$ cat src/verilog/desc_fetch_pkg.sv
// descriptor fetch engine shared definitions
// address and descriptor widths, header field positions, FIFO sizing,
// retry timer constants and the fetch FSM state codes
`default_nettype none

package desc_fetch_pkg;

  localparam int ADDR_WIDTH       = 32;             // memory byte address
  localparam int DESC_WIDTH       = 128;            // one descriptor is a single read beat
  localparam int DESC_BYTES       = DESC_WIDTH / 8; // address step between descriptors, 16 bytes
  localparam int FIFO_DEPTH_LOG2  = 4;              // both FIFOs hold 16 entries
  localparam int FIFO_ALMOST_FULL = 8;              // descriptor FIFO level that stops new reads
  localparam int TIMEOUT_WIDTH    = 16;

  // the retry timer starts above zero to cover the pipeline and state hops
  localparam logic [TIMEOUT_WIDTH-1:0] RETRY_START = 16'd6;

  // ******************************************************************
  // descriptor header fields
  // ******************************************************************
  localparam int FMT_LSB     = 0;  // format byte, bit 0 is first of block and bit 1 is last
  localparam int BSIZE_LSB   = 8;  // number of descriptors that follow the first one
  localparam int BSIZE_WIDTH = 8;
  localparam int OWNED_BIT   = 16; // set when the descriptor belongs to hardware
  localparam int NEXT_LSB    = 96; // next-block address in the top word

  // ******************************************************************
  // fetch FSM state codes
  // ******************************************************************
  localparam int STATE_WIDTH = 3;
  localparam logic [STATE_WIDTH-1:0] ST_IDLE         = 3'd0; // disabled or just flushed
  localparam logic [STATE_WIDTH-1:0] ST_LOAD_COUNTER = 3'd1; // one cycle to load the address
  localparam logic [STATE_WIDTH-1:0] ST_LOAD_FIRST   = 3'd2; // one read for the block header
  localparam logic [STATE_WIDTH-1:0] ST_LOAD_REST    = 3'd3; // reads for the rest of the block
  localparam logic [STATE_WIDTH-1:0] ST_RETRY_WAIT   = 3'd4; // timing out before a refetch
  localparam logic [STATE_WIDTH-1:0] ST_WAIT_RELOAD  = 3'd5; // end of chain, host must reload

endpackage

`default_nettype wire

$ cat src/verilog/addr_ctrl_if.sv
// address control bus between the fetch sequencer and the address generator
// the sequencer steers the address counters, the generator returns the address
`timescale 1ns/1ps
`default_nettype none

interface addr_ctrl_if
  import desc_fetch_pkg::*;
();

  logic                  load_location; // strobe that copies the next-block address in
  logic                  store_next;    // capture the next field of a valid first descriptor
  logic [ADDR_WIDTH-1:0] next_location; // next field straight from the read data
  logic                  increment;     // step the running address by one descriptor
  logic [ADDR_WIDTH-1:0] address;       // running read address

  modport sequencer (
    output load_location, store_next, next_location, increment,
    input  address
  );

  modport address_gen (
    input  load_location, store_next, next_location, increment,
    output address
  );

endinterface

`default_nettype wire

$ cat src/verilog/sync_fifo.sv
// synchronous FIFO with a show-ahead output
// the head entry is on q whenever empty is low; almost-full rises at a fixed level
// and clear empties the FIFO in one cycle
`timescale 1ns/1ps
`default_nettype none

module sync_fifo
  import desc_fetch_pkg::*;
#(
  parameter int WIDTH      = DESC_WIDTH,
  parameter int DEPTH_LOG2 = FIFO_DEPTH_LOG2
)
(
  input  wire              clk,
  input  wire              clear,
  input  wire              write,
  input  wire  [WIDTH-1:0] data,
  input  wire              read,
  output logic [WIDTH-1:0] q,
  output logic             empty,
  output logic             almost_full
);

  logic [WIDTH-1:0]      mem [2**DEPTH_LOG2];
  logic [DEPTH_LOG2-1:0] wr_ptr;
  logic [DEPTH_LOG2-1:0] rd_ptr;
  logic [DEPTH_LOG2:0]   count;      // one bit wider than the pointers to tell full from empty
  logic                  full;
  logic                  do_write;
  logic                  do_read;

  assign full     = (count == (DEPTH_LOG2+1)'(2**DEPTH_LOG2));
  assign do_read  = read & ~empty;
  assign do_write = write & (~full | do_read);  // a read frees the slot in the same cycle

  always_ff @(posedge clk)
  begin
    if (do_write)
    begin
      mem[wr_ptr] <= data;
    end
  end

  always_ff @(posedge clk)
  begin
    if (clear)
    begin
      wr_ptr <= '0;
      rd_ptr <= '0;
      count  <= '0;
    end
    else
    begin
      wr_ptr <= wr_ptr + DEPTH_LOG2'(do_write);
      rd_ptr <= rd_ptr + DEPTH_LOG2'(do_read);
      case ({do_write, do_read})
        2'b10:   count <= count + (DEPTH_LOG2+1)'(1);
        2'b01:   count <= count - (DEPTH_LOG2+1)'(1);
        default: count <= count;
      endcase
    end
  end

  assign q           = mem[rd_ptr];  // asynchronous read gives the show-ahead head
  assign empty       = (count == '0);
  assign almost_full = (count >= (DEPTH_LOG2+1)'(FIFO_ALMOST_FULL));

endmodule

`default_nettype wire

$ cat src/verilog/fetch_address_gen.sv
// fetch address generator
// keeps the next-block address and the running read address that walks a block
`timescale 1ns/1ps
`default_nettype none

module fetch_address_gen
  import desc_fetch_pkg::*;
(
  input  wire                   clk,
  input  wire  [ADDR_WIDTH-1:0] new_location,      // first block location from the host
  input  wire                   load_new_location,
  addr_ctrl_if.address_gen      ctrl
);

  logic [ADDR_WIDTH-1:0] next_address;
  logic [ADDR_WIDTH-1:0] address_counter;

  // host load overrides a header that happens to return in the same cycle
  always_ff @(posedge clk)
  begin
    if (load_new_location)
    begin
      next_address <= new_location;
    end
    else if (ctrl.store_next)
    begin
      next_address <= ctrl.next_location;
    end
  end

  // reloaded once per block in load-counter, stepped per descriptor after that
  always_ff @(posedge clk)
  begin
    if (ctrl.load_location)
    begin
      address_counter <= next_address;
    end
    else if (ctrl.increment)
    begin
      address_counter <= address_counter + ADDR_WIDTH'(DESC_BYTES);
    end
  end

  assign ctrl.address = address_counter;  // read address and block FIFO input

endmodule

`default_nettype wire

$ cat src/verilog/fetch_sequencer.sv
// fetch sequencer
// walks one block at a time: one read for the header descriptor, then one read
// per remaining descriptor; tracks reads in flight, throttles on a full buffer
// and retries or parks at the end of the descriptor chain
`timescale 1ns/1ps
`default_nettype none

module fetch_sequencer
  import desc_fetch_pkg::*;
(
  input  wire                        clk,
  input  wire                        reset,
  input  wire                        enable_fetch,
  input  wire                        flush,
  input  wire                        load_new_location,
  input  wire                        enable_retry,
  input  wire  [TIMEOUT_WIDTH-1:0]   retry_timeout,
  input  wire                        m_waitrequest,
  input  wire                        m_readdatavalid,
  input  wire  [DESC_WIDTH-1:0]      m_readdata,
  input  wire                        desc_almost_full,
  output logic                       m_read,
  output logic                       desc_write,
  output logic                       block_write,
  output logic [FIFO_DEPTH_LOG2-1:0] outstanding_reads,
  output logic                       fetch_idle,
  addr_ctrl_if.sequencer             ctrl
);

  logic [STATE_WIDTH-1:0]     state;
  logic [BSIZE_WIDTH-1:0]     block_counter;   // descriptors of the block still to be read
  logic [BSIZE_WIDTH-1:0]     block_size;
  logic [FIFO_DEPTH_LOG2-1:0] reads_counter;
  logic [TIMEOUT_WIDTH-1:0]   retry_timer;
  logic read_active;
  logic set_read_active;
  logic clear_read_active;
  logic first_read_complete;                   // load-first has posted its single read
  logic read_accepted;
  logic first_return;
  logic first_valid;
  logic end_of_chain;
  logic last_read;
  logic too_many_reads;
  logic trigger_refetch;
  logic trigger_refetch_d1;

  // ******************************************************************
  // header decode of the returning word
  // ******************************************************************
  assign block_size    = m_readdata[BSIZE_LSB +: BSIZE_WIDTH];
  assign read_accepted = m_read & ~m_waitrequest;

  // reads return in order and the header read is always the youngest one, so
  // it is the beat that arrives while exactly one read is in flight
  assign first_return = (state == ST_LOAD_FIRST) & m_readdatavalid & first_read_complete &
                        (reads_counter == FIFO_DEPTH_LOG2'(1));
  assign first_valid  = first_return & m_readdata[OWNED_BIT] & m_readdata[FMT_LSB];
  assign end_of_chain = first_return & ~first_valid;  // host has not handed this block over yet
  assign last_read    = (state == ST_LOAD_REST) & read_accepted &
                        (block_counter == BSIZE_WIDTH'(1));

  always_ff @(posedge clk)
  begin
    if (reset | flush | ~enable_fetch)
    begin
      state <= ST_IDLE;
    end
    else
    begin
      case (state)
        ST_IDLE:
          if (~read_active)            // let a read left over from a disable finish first
          begin
            state <= ST_LOAD_COUNTER;
          end
        ST_LOAD_COUNTER:
          state <= ST_LOAD_FIRST;
        ST_LOAD_FIRST:
          if (end_of_chain)
          begin
            state <= enable_retry ? ST_RETRY_WAIT : ST_WAIT_RELOAD;
          end
          else if (first_valid)
          begin
            // a block size of zero means the header was the whole block
            state <= (block_size == '0) ? ST_LOAD_COUNTER : ST_LOAD_REST;
          end
        ST_LOAD_REST:
          if (last_read)
          begin
            state <= ST_LOAD_COUNTER;  // next block address was stored with the header
          end
        ST_RETRY_WAIT:
          if (trigger_refetch_d1)
          begin
            state <= ST_LOAD_COUNTER;
          end
        ST_WAIT_RELOAD:
          if (load_new_location)
          begin
            state <= ST_LOAD_COUNTER;
          end
        default:
          state <= ST_IDLE;
      endcase
    end
  end

  always_ff @(posedge clk)
  begin
    if (reset)
    begin
      block_counter <= '0;
    end
    else if (first_valid)
    begin
      block_counter <= block_size;
    end
    else if ((state == ST_LOAD_REST) & read_accepted)
    begin
      block_counter <= block_counter - BSIZE_WIDTH'(1);
    end
  end

  // ******************************************************************
  // read issue and throttling
  // ******************************************************************
  assign too_many_reads = reads_counter[FIFO_DEPTH_LOG2-1] | desc_almost_full;

  // raising the flag in load-counter puts the header read out on the first
  // load-first cycle
  assign set_read_active = ((state == ST_LOAD_COUNTER) |
                            ((state == ST_LOAD_FIRST) & ~first_read_complete) |
                            (state == ST_LOAD_REST)) & ~too_many_reads;
  // a posted read cannot be withdrawn, so every drop waits for an accept
  assign clear_read_active = read_accepted &
                             ((state != ST_LOAD_REST) | too_many_reads | last_read);

  always_ff @(posedge clk)
  begin
    if (reset | clear_read_active)     // clearing wins over setting
    begin
      read_active <= 1'b0;
    end
    else if (set_read_active)
    begin
      read_active <= 1'b1;
    end
  end

  always_ff @(posedge clk)
  begin
    if (reset | (state == ST_LOAD_COUNTER))
    begin
      first_read_complete <= 1'b0;
    end
    else if ((state == ST_LOAD_FIRST) & read_accepted)
    begin
      first_read_complete <= 1'b1;
    end
  end

  always_ff @(posedge clk)
  begin
    if (reset)
    begin
      reads_counter <= '0;
    end
    else
    begin
      case ({read_accepted, m_readdatavalid})
        2'b10:   reads_counter <= reads_counter + FIFO_DEPTH_LOG2'(1);
        2'b01:   reads_counter <= reads_counter - FIFO_DEPTH_LOG2'(1);
        default: reads_counter <= reads_counter;  // none or one in and one out
      endcase
    end
  end

  // ******************************************************************
  // retry timer
  // ******************************************************************
  always_ff @(posedge clk)
  begin
    if (reset | (state != ST_RETRY_WAIT))
    begin
      retry_timer <= RETRY_START;
    end
    else
    begin
      retry_timer <= retry_timer + TIMEOUT_WIDTH'(1);
    end
  end

  // greater or equal so that a timeout below the start value still fires
  assign trigger_refetch = (state == ST_RETRY_WAIT) & (retry_timer >= retry_timeout);

  always_ff @(posedge clk)
  begin
    if (reset)
    begin
      trigger_refetch_d1 <= 1'b0;
    end
    else
    begin
      trigger_refetch_d1 <= trigger_refetch;
    end
  end

  assign m_read            = read_active;
  assign desc_write        = m_readdatavalid & m_readdata[OWNED_BIT];  // only owned words are kept
  assign block_write       = first_valid;
  assign outstanding_reads = reads_counter;
  assign fetch_idle        = ~enable_fetch | (state == ST_WAIT_RELOAD);

  assign ctrl.load_location = (state == ST_LOAD_COUNTER);
  assign ctrl.store_next    = first_valid;  // an unowned header leaves the old address for a retry
  assign ctrl.next_location = m_readdata[NEXT_LSB +: ADDR_WIDTH];
  assign ctrl.increment     = first_valid | ((state == ST_LOAD_REST) & read_accepted);

endmodule

`default_nettype wire

$ cat src/verilog/desc_fetch_top.sv
// descriptor fetch engine for a scatter-gather DMA
// walks linked blocks of 128-bit descriptors in memory with single-beat reads,
// buffers owned descriptors in a FIFO for the descriptor stream and queues the
// start address of every valid block on the block stream
`timescale 1ns/1ps
`default_nettype none

module desc_fetch_top
  import desc_fetch_pkg::*;
(
  input  wire                        clk,
  input  wire                        reset,

  // memory read port
  output logic [ADDR_WIDTH-1:0]      m_address,
  output logic                       m_read,
  input  wire                        m_waitrequest,
  input  wire  [DESC_WIDTH-1:0]      m_readdata,
  input  wire                        m_readdatavalid,

  // descriptor stream
  output logic [DESC_WIDTH-1:0]      descriptor,
  output logic                       descriptor_valid,
  input  wire                        descriptor_ready,

  // block start address stream
  output logic [ADDR_WIDTH-1:0]      block_address,
  output logic                       block_address_valid,
  input  wire                        block_address_ready,

  // host control
  input  wire                        enable_fetch,      // disable, flush and drain before a new location
  input  wire                        flush,
  input  wire  [ADDR_WIDTH-1:0]      new_location,
  input  wire                        load_new_location,
  input  wire  [TIMEOUT_WIDTH-1:0]   retry_timeout,     // cycles before an unowned block is refetched
  input  wire                        enable_retry,
  output logic [FIFO_DEPTH_LOG2-1:0] outstanding_reads,
  output logic                       fetch_idle
);

  logic desc_write;
  logic desc_empty;
  logic desc_almost_full;
  logic block_write;
  logic block_empty;
  logic fifo_clear;

  addr_ctrl_if ctrl_bus ();

  assign fifo_clear          = reset | flush;         // flush drops everything buffered so far
  assign m_address           = ctrl_bus.address;
  assign descriptor_valid    = ~desc_empty;
  assign block_address_valid = ~block_empty;

  fetch_sequencer u_sequencer (
    .clk               (clk),
    .reset             (reset),
    .enable_fetch      (enable_fetch),
    .flush             (flush),
    .load_new_location (load_new_location),
    .enable_retry      (enable_retry),
    .retry_timeout     (retry_timeout),
    .m_waitrequest     (m_waitrequest),
    .m_readdatavalid   (m_readdatavalid),
    .m_readdata        (m_readdata),
    .desc_almost_full  (desc_almost_full),
    .m_read            (m_read),
    .desc_write        (desc_write),
    .block_write       (block_write),
    .outstanding_reads (outstanding_reads),
    .fetch_idle        (fetch_idle),
    .ctrl              (ctrl_bus.sequencer)
  );

  fetch_address_gen u_address_gen (
    .clk               (clk),
    .new_location      (new_location),
    .load_new_location (load_new_location),
    .ctrl              (ctrl_bus.address_gen)
  );

  // owned descriptors straight off the read data bus
  sync_fifo #(.WIDTH(DESC_WIDTH), .DEPTH_LOG2(FIFO_DEPTH_LOG2)) desc_fifo (
    .clk         (clk),
    .clear       (fifo_clear),
    .write       (desc_write),
    .data        (m_readdata),
    .read        (descriptor_valid & descriptor_ready),
    .q           (descriptor),
    .empty       (desc_empty),
    .almost_full (desc_almost_full)
  );

  // block start addresses, written before the address counter moves on
  sync_fifo #(.WIDTH(ADDR_WIDTH), .DEPTH_LOG2(FIFO_DEPTH_LOG2)) block_fifo (
    .clk         (clk),
    .clear       (fifo_clear),
    .write       (block_write),
    .data        (ctrl_bus.address),
    .read        (block_address_valid & block_address_ready),
    .q           (block_address),
    .empty       (block_empty),
    .almost_full ()
  );

endmodule

`default_nettype wire

$ cat config.mk
export PLATFORM = sky130hd
export DESIGN_NAME = desc_fetch_top
export DESIGN_NICKNAME = d
export VERILOG_FILES = /design/src/verilog/desc_fetch_pkg.sv /design/src/verilog/addr_ctrl_if.sv /design/src/verilog/sync_fifo.sv /design/src/verilog/fetch_address_gen.sv /design/src/verilog/fetch_sequencer.sv /design/src/verilog/desc_fetch_top.sv
export SDC_FILE = /design/constraint.sdc
export NUM_CORES = 2
export LEC_CHECK = 0
export BUFFER_PORTS_ARGS = -buffer_cell sky130_fd_sc_hd__buf_4
export CAP_MARGIN = 15
export CORE_AREA = 2 2 457 459
export DETAILED_ROUTE_END_ITERATION = 6
export DIE_AREA = 0 0 459 461
export MAX_ROUTING_LAYER = met4
export PLACE_DENSITY_LB_ADDON = 0.3
export SYNTH_ARGS = -nofsm -noshare
export SYNTH_HDL_FRONTEND = slang
export SYNTH_SLANG_ARGS = --single-unit
$ cat constraint.sdc
create_clock -name clk -period 18.3 [get_ports clk]
set_input_delay 1.83 -clock clk [delete_from_list [all_inputs] [get_ports clk]]
set_output_delay 1.83 -clock clk [all_outputs]
set_load 0.1 [all_outputs]
==> impl_metrics.toml <==
[run_status]
status = "complete, no violations"

[power]
vdd_drop_max_mv = 0.102
p_total_uw = 12700
power.density_nw_per_um2 = 107
p_leak_uw = 0.0364

[setup_path]
slowest_delay_ns = 0.96
cp_common_cell = "buf_4"
reg2reg_depth = 7
rrSetupSlack_ns = 13.74
worstPathCellList = "buf_4 -> buf_12 -> buf_4 -> mux4_2 -> nor2b_1 -> a211oi_1 -> a21oi_1 -> buf_4"
arrival_ns = 5.68
critical_path.endpoint_type = "primary output"
required_ns = 16.47
worstReg2RegStart = "desc_fifo.count[3]$_SDFFE_PP0P_"
crit_type = "reg -> out"
crit_start = "desc_fifo.rd_ptr[1]$_SDFF_PP0_"
slowest_stage = "dfxtp_4"
crit_path_max_fanout = 116
start_kind = "flip-flop"
timing.rr.end = "desc_fifo.mem[4][98]$_DFFE_PP_"

[cells_and_area]
area.growth.synth_to_final_pct = 15.0
layout_common_cells = "2624 x edfxtp_1, 746 x mux4_2, 478 x buf_4"
layout_commonest_cell = "edfxtp_1"
drive_gt1_share_pct = 32.7
nNetsFinal = 5208

[synth]
synth_nets = 4647
synth_top_area_share_pct = 76.6
synthArstFlopShare_pct = 0
yosysTopAreaCell = "edfxtp_1"
yosys_warnings = 0
ys_types = 65
synth_flop_cell = "edfxtp_1"
synth_edf_count = 2624
avgSynthCellArea_sq_um = 23.3
seq_area_frac_synth_pct = 77.8
syn_inst = 4420
synth-seq-cells = 2684
ys_top_cells_by_area = "edfxtp_1 77%, mux4_2 16%, dfxtp_1 1.2%"
synth.cell_area_sq_um = 103000

[die]
core_area_sq_um = 206000
design.die.area_sq_um = 212000
start_util_pct = 49.8
fp-row-count = 167
fp.dieH_microns = 461
io_pins = 386
die_w_microns = 459

[timing]
clock_skew_ns = 0.0982
setup_slack_ns = 10.79
tightest_slew_ns = 1.20
tns_ns = 0
rsz0062_at_grt = "no"
fmax_ghz = 0.133
maxSlewViolCount = 0
fin_crit_sh_pct = 41.0
period_needed_ns = 7.51
setup_viol = 0
relSlewSlack_pct = 20.0
hold_viol_final = 0

[placed_design]
gp_congestion = 0.807
dpl.hpwl_microns = 129000
pre_cts_slack_ns = 11.69
numPortBuffers = 385

[clock_network]
path_clk_slew_ns = 0.06
post_cts_resized = 0
insertion_delay_ns = 0.93
cts-root-buf = "clkbuf_16"
htree_num_levels = 5
cts_buffers = 292
cts_hold_buf = 0
clkSinkCount = 2684
cts_tree = "built"
post-cts-setup-buffers = 0
clock_path_buffers = 4

[drt]
wl_microns = 245000
drt-pass1-iter-count = 7
wl_per_cell_microns = 30.9
drc = 0
drtIter0Drc = 5106
drt-vias-per-instance = 6.12
antenna_left = 0
vias = 48400

[grt]
met3_usage_pct = 4.72
grt_max_degree = 137
antenna_found_initial = 41
grt_pass1_wl_microns = 351000
use_met1_pct = 31.7
gr-total-overflow = 0
grt_pass1_vias = 49000
grt.busiest_layer = "met2"
gr-usage-met2_pct = 37.5
grt_use_total_pct = 23.8

[hold_path]
hp-start = "u_address_gen.next_address[7]$_DFFE_PP_"
whs_path_depth = 2
min_to = "u_address_gen.ctrl.address[7]$_DFFE_PP_"
min_path_type = "reg -> reg"

[run]
drv_cap = 0
[how the worst max path moves through the flow]
stage | endpoint | slack [ns] | cells past startpoint
after floorplan | desc_fifo.mem[0][0]$_DFFE_PP_ | 6.50 | 3
after global placement | descriptor[74] | 11.71 | 8
after detailed placement | descriptor[74] | 11.69 | 8
after CTS | descriptor[74] | 10.73 | 8
after global routing | descriptor[72] | 10.58 | 8
final | descriptor[74] | 10.79 | 8
[where the power goes]
part	switching [uW]	internal, uW	leakage, uW
Clock	2260	3190	0.00426
Sequential	16.0	6760	0.0242
Combinational	307	118	0.00794
[cells by family (layout without fill, tap and decap cells)]
| kind of cell | count (synthesis) | after routing | synth area share, % |
|---|---|---|---|
| compound gates | 201 | 201 | 1.24 |
| fa+ha+maj | 41 | 41 | 0.506 |
| simple gates | 341 | 341 | 1.73 |
| flops | 2684 | 2684 | 77.8 |
| buf+inv | 260 | 1012 | 0.974 |
| other cells | 0 | 32 | 0 |
| xor+xnor | 56 | 56 | 0.477 |
| mux | 837 | 837 | 17.3 |
[state kept, by name, indices dropped and copies added (netlist names), 3 cells and up]
name / cells
desc_fifo.wr_ptr: 4
u_sequencer.state: 3
desc_fifo.count: 5
block_fifo.count: 5
block_fifo.wr_ptr: 4
block_fifo.rd_ptr: 4
u_sequencer.outstanding_reads: 4
desc_fifo.mem: 2048
desc_fifo.rd_ptr: 4
u_sequencer.retry_timer: 16
u_sequencer.block_counter: 8
u_address_gen.next_address: 32
block_fifo.mem: 512
u_address_gen.ctrl.address: 32
[cell type report]
type	count	area [sq um]
clock inverter	114	963
antenna	32	80.1
multi-input combinational	1476	22000
sequential	2684	80000
fill	14700	88200
clock buffer	371	7740
timing repair buffer	493	3890
inverter	34	128
tap	2704	3380
[Yosys cell counts, drive strengths merged (3+ instances only)]
cell type / instances
edfxtp: 2624
mux4: 746
clkbuf: 136
buf: 90
nor2: 83
a21oi: 74
a211oi: 60
dfxtp: 60
nor2b: 60
mux2i: 57
nand2: 54
ha: 40
nand3: 35
inv: 34
mux2: 34
xor2: 34
o21ai: 33
xnor2: 22
nor3: 18
and2: 17
nand4: 14
nand2b: 12
or3: 9
nor4: 8
and3: 6
or2: 6
a31oi: 5
a21o: 4
a221oi: 3
nand3b: 3
nand4b: 3
nor3b: 3
or4: 3
[through the flow]
step / cell area (sq um) / utilization [%] / std cells / hold slack [ns]
5_1_grt: 118000 / 57.3 / 7904 / 0.515
6_report: 118000 / 57.3 / 7908 / 0.495
4_1_cts: 118000 / 57.2 / 7874 / 0.502
3_3_place_gp: 109000 / 53.0 / 7389 / 0.474
3_5_place_dp: 109000 / 53.0 / 7389 / 0.489
2_1_floorplan: 103000 / - / 4420 / 0.449
[critical path: cells and delay by family, from the launching register on]
| family | cells | cell delay [ns] |
|---|---|---|
| buffers and inverters | 4 | 2.54 |
| AOI/OAI and AO/OA | 2 | 0.41 |
| and+or+nand+nor | 1 | 0.15 |
| muxes | 1 | 0.40 |
| DFF | 1 | 0.96 |
[routing by layer]
layer / share of wire (%) / vias to the layer above / routed length [microns]
met5: 0 / - / 0
met2: 50 / 1903 / 122000
li1: - / 19900 / -
met1: 40 / 26200 / 97100
met4: 3.0 / 0 / 7290
met3: 7.6 / 396 / 18700
Note: power is estimated with default switching activity, not from simulation.
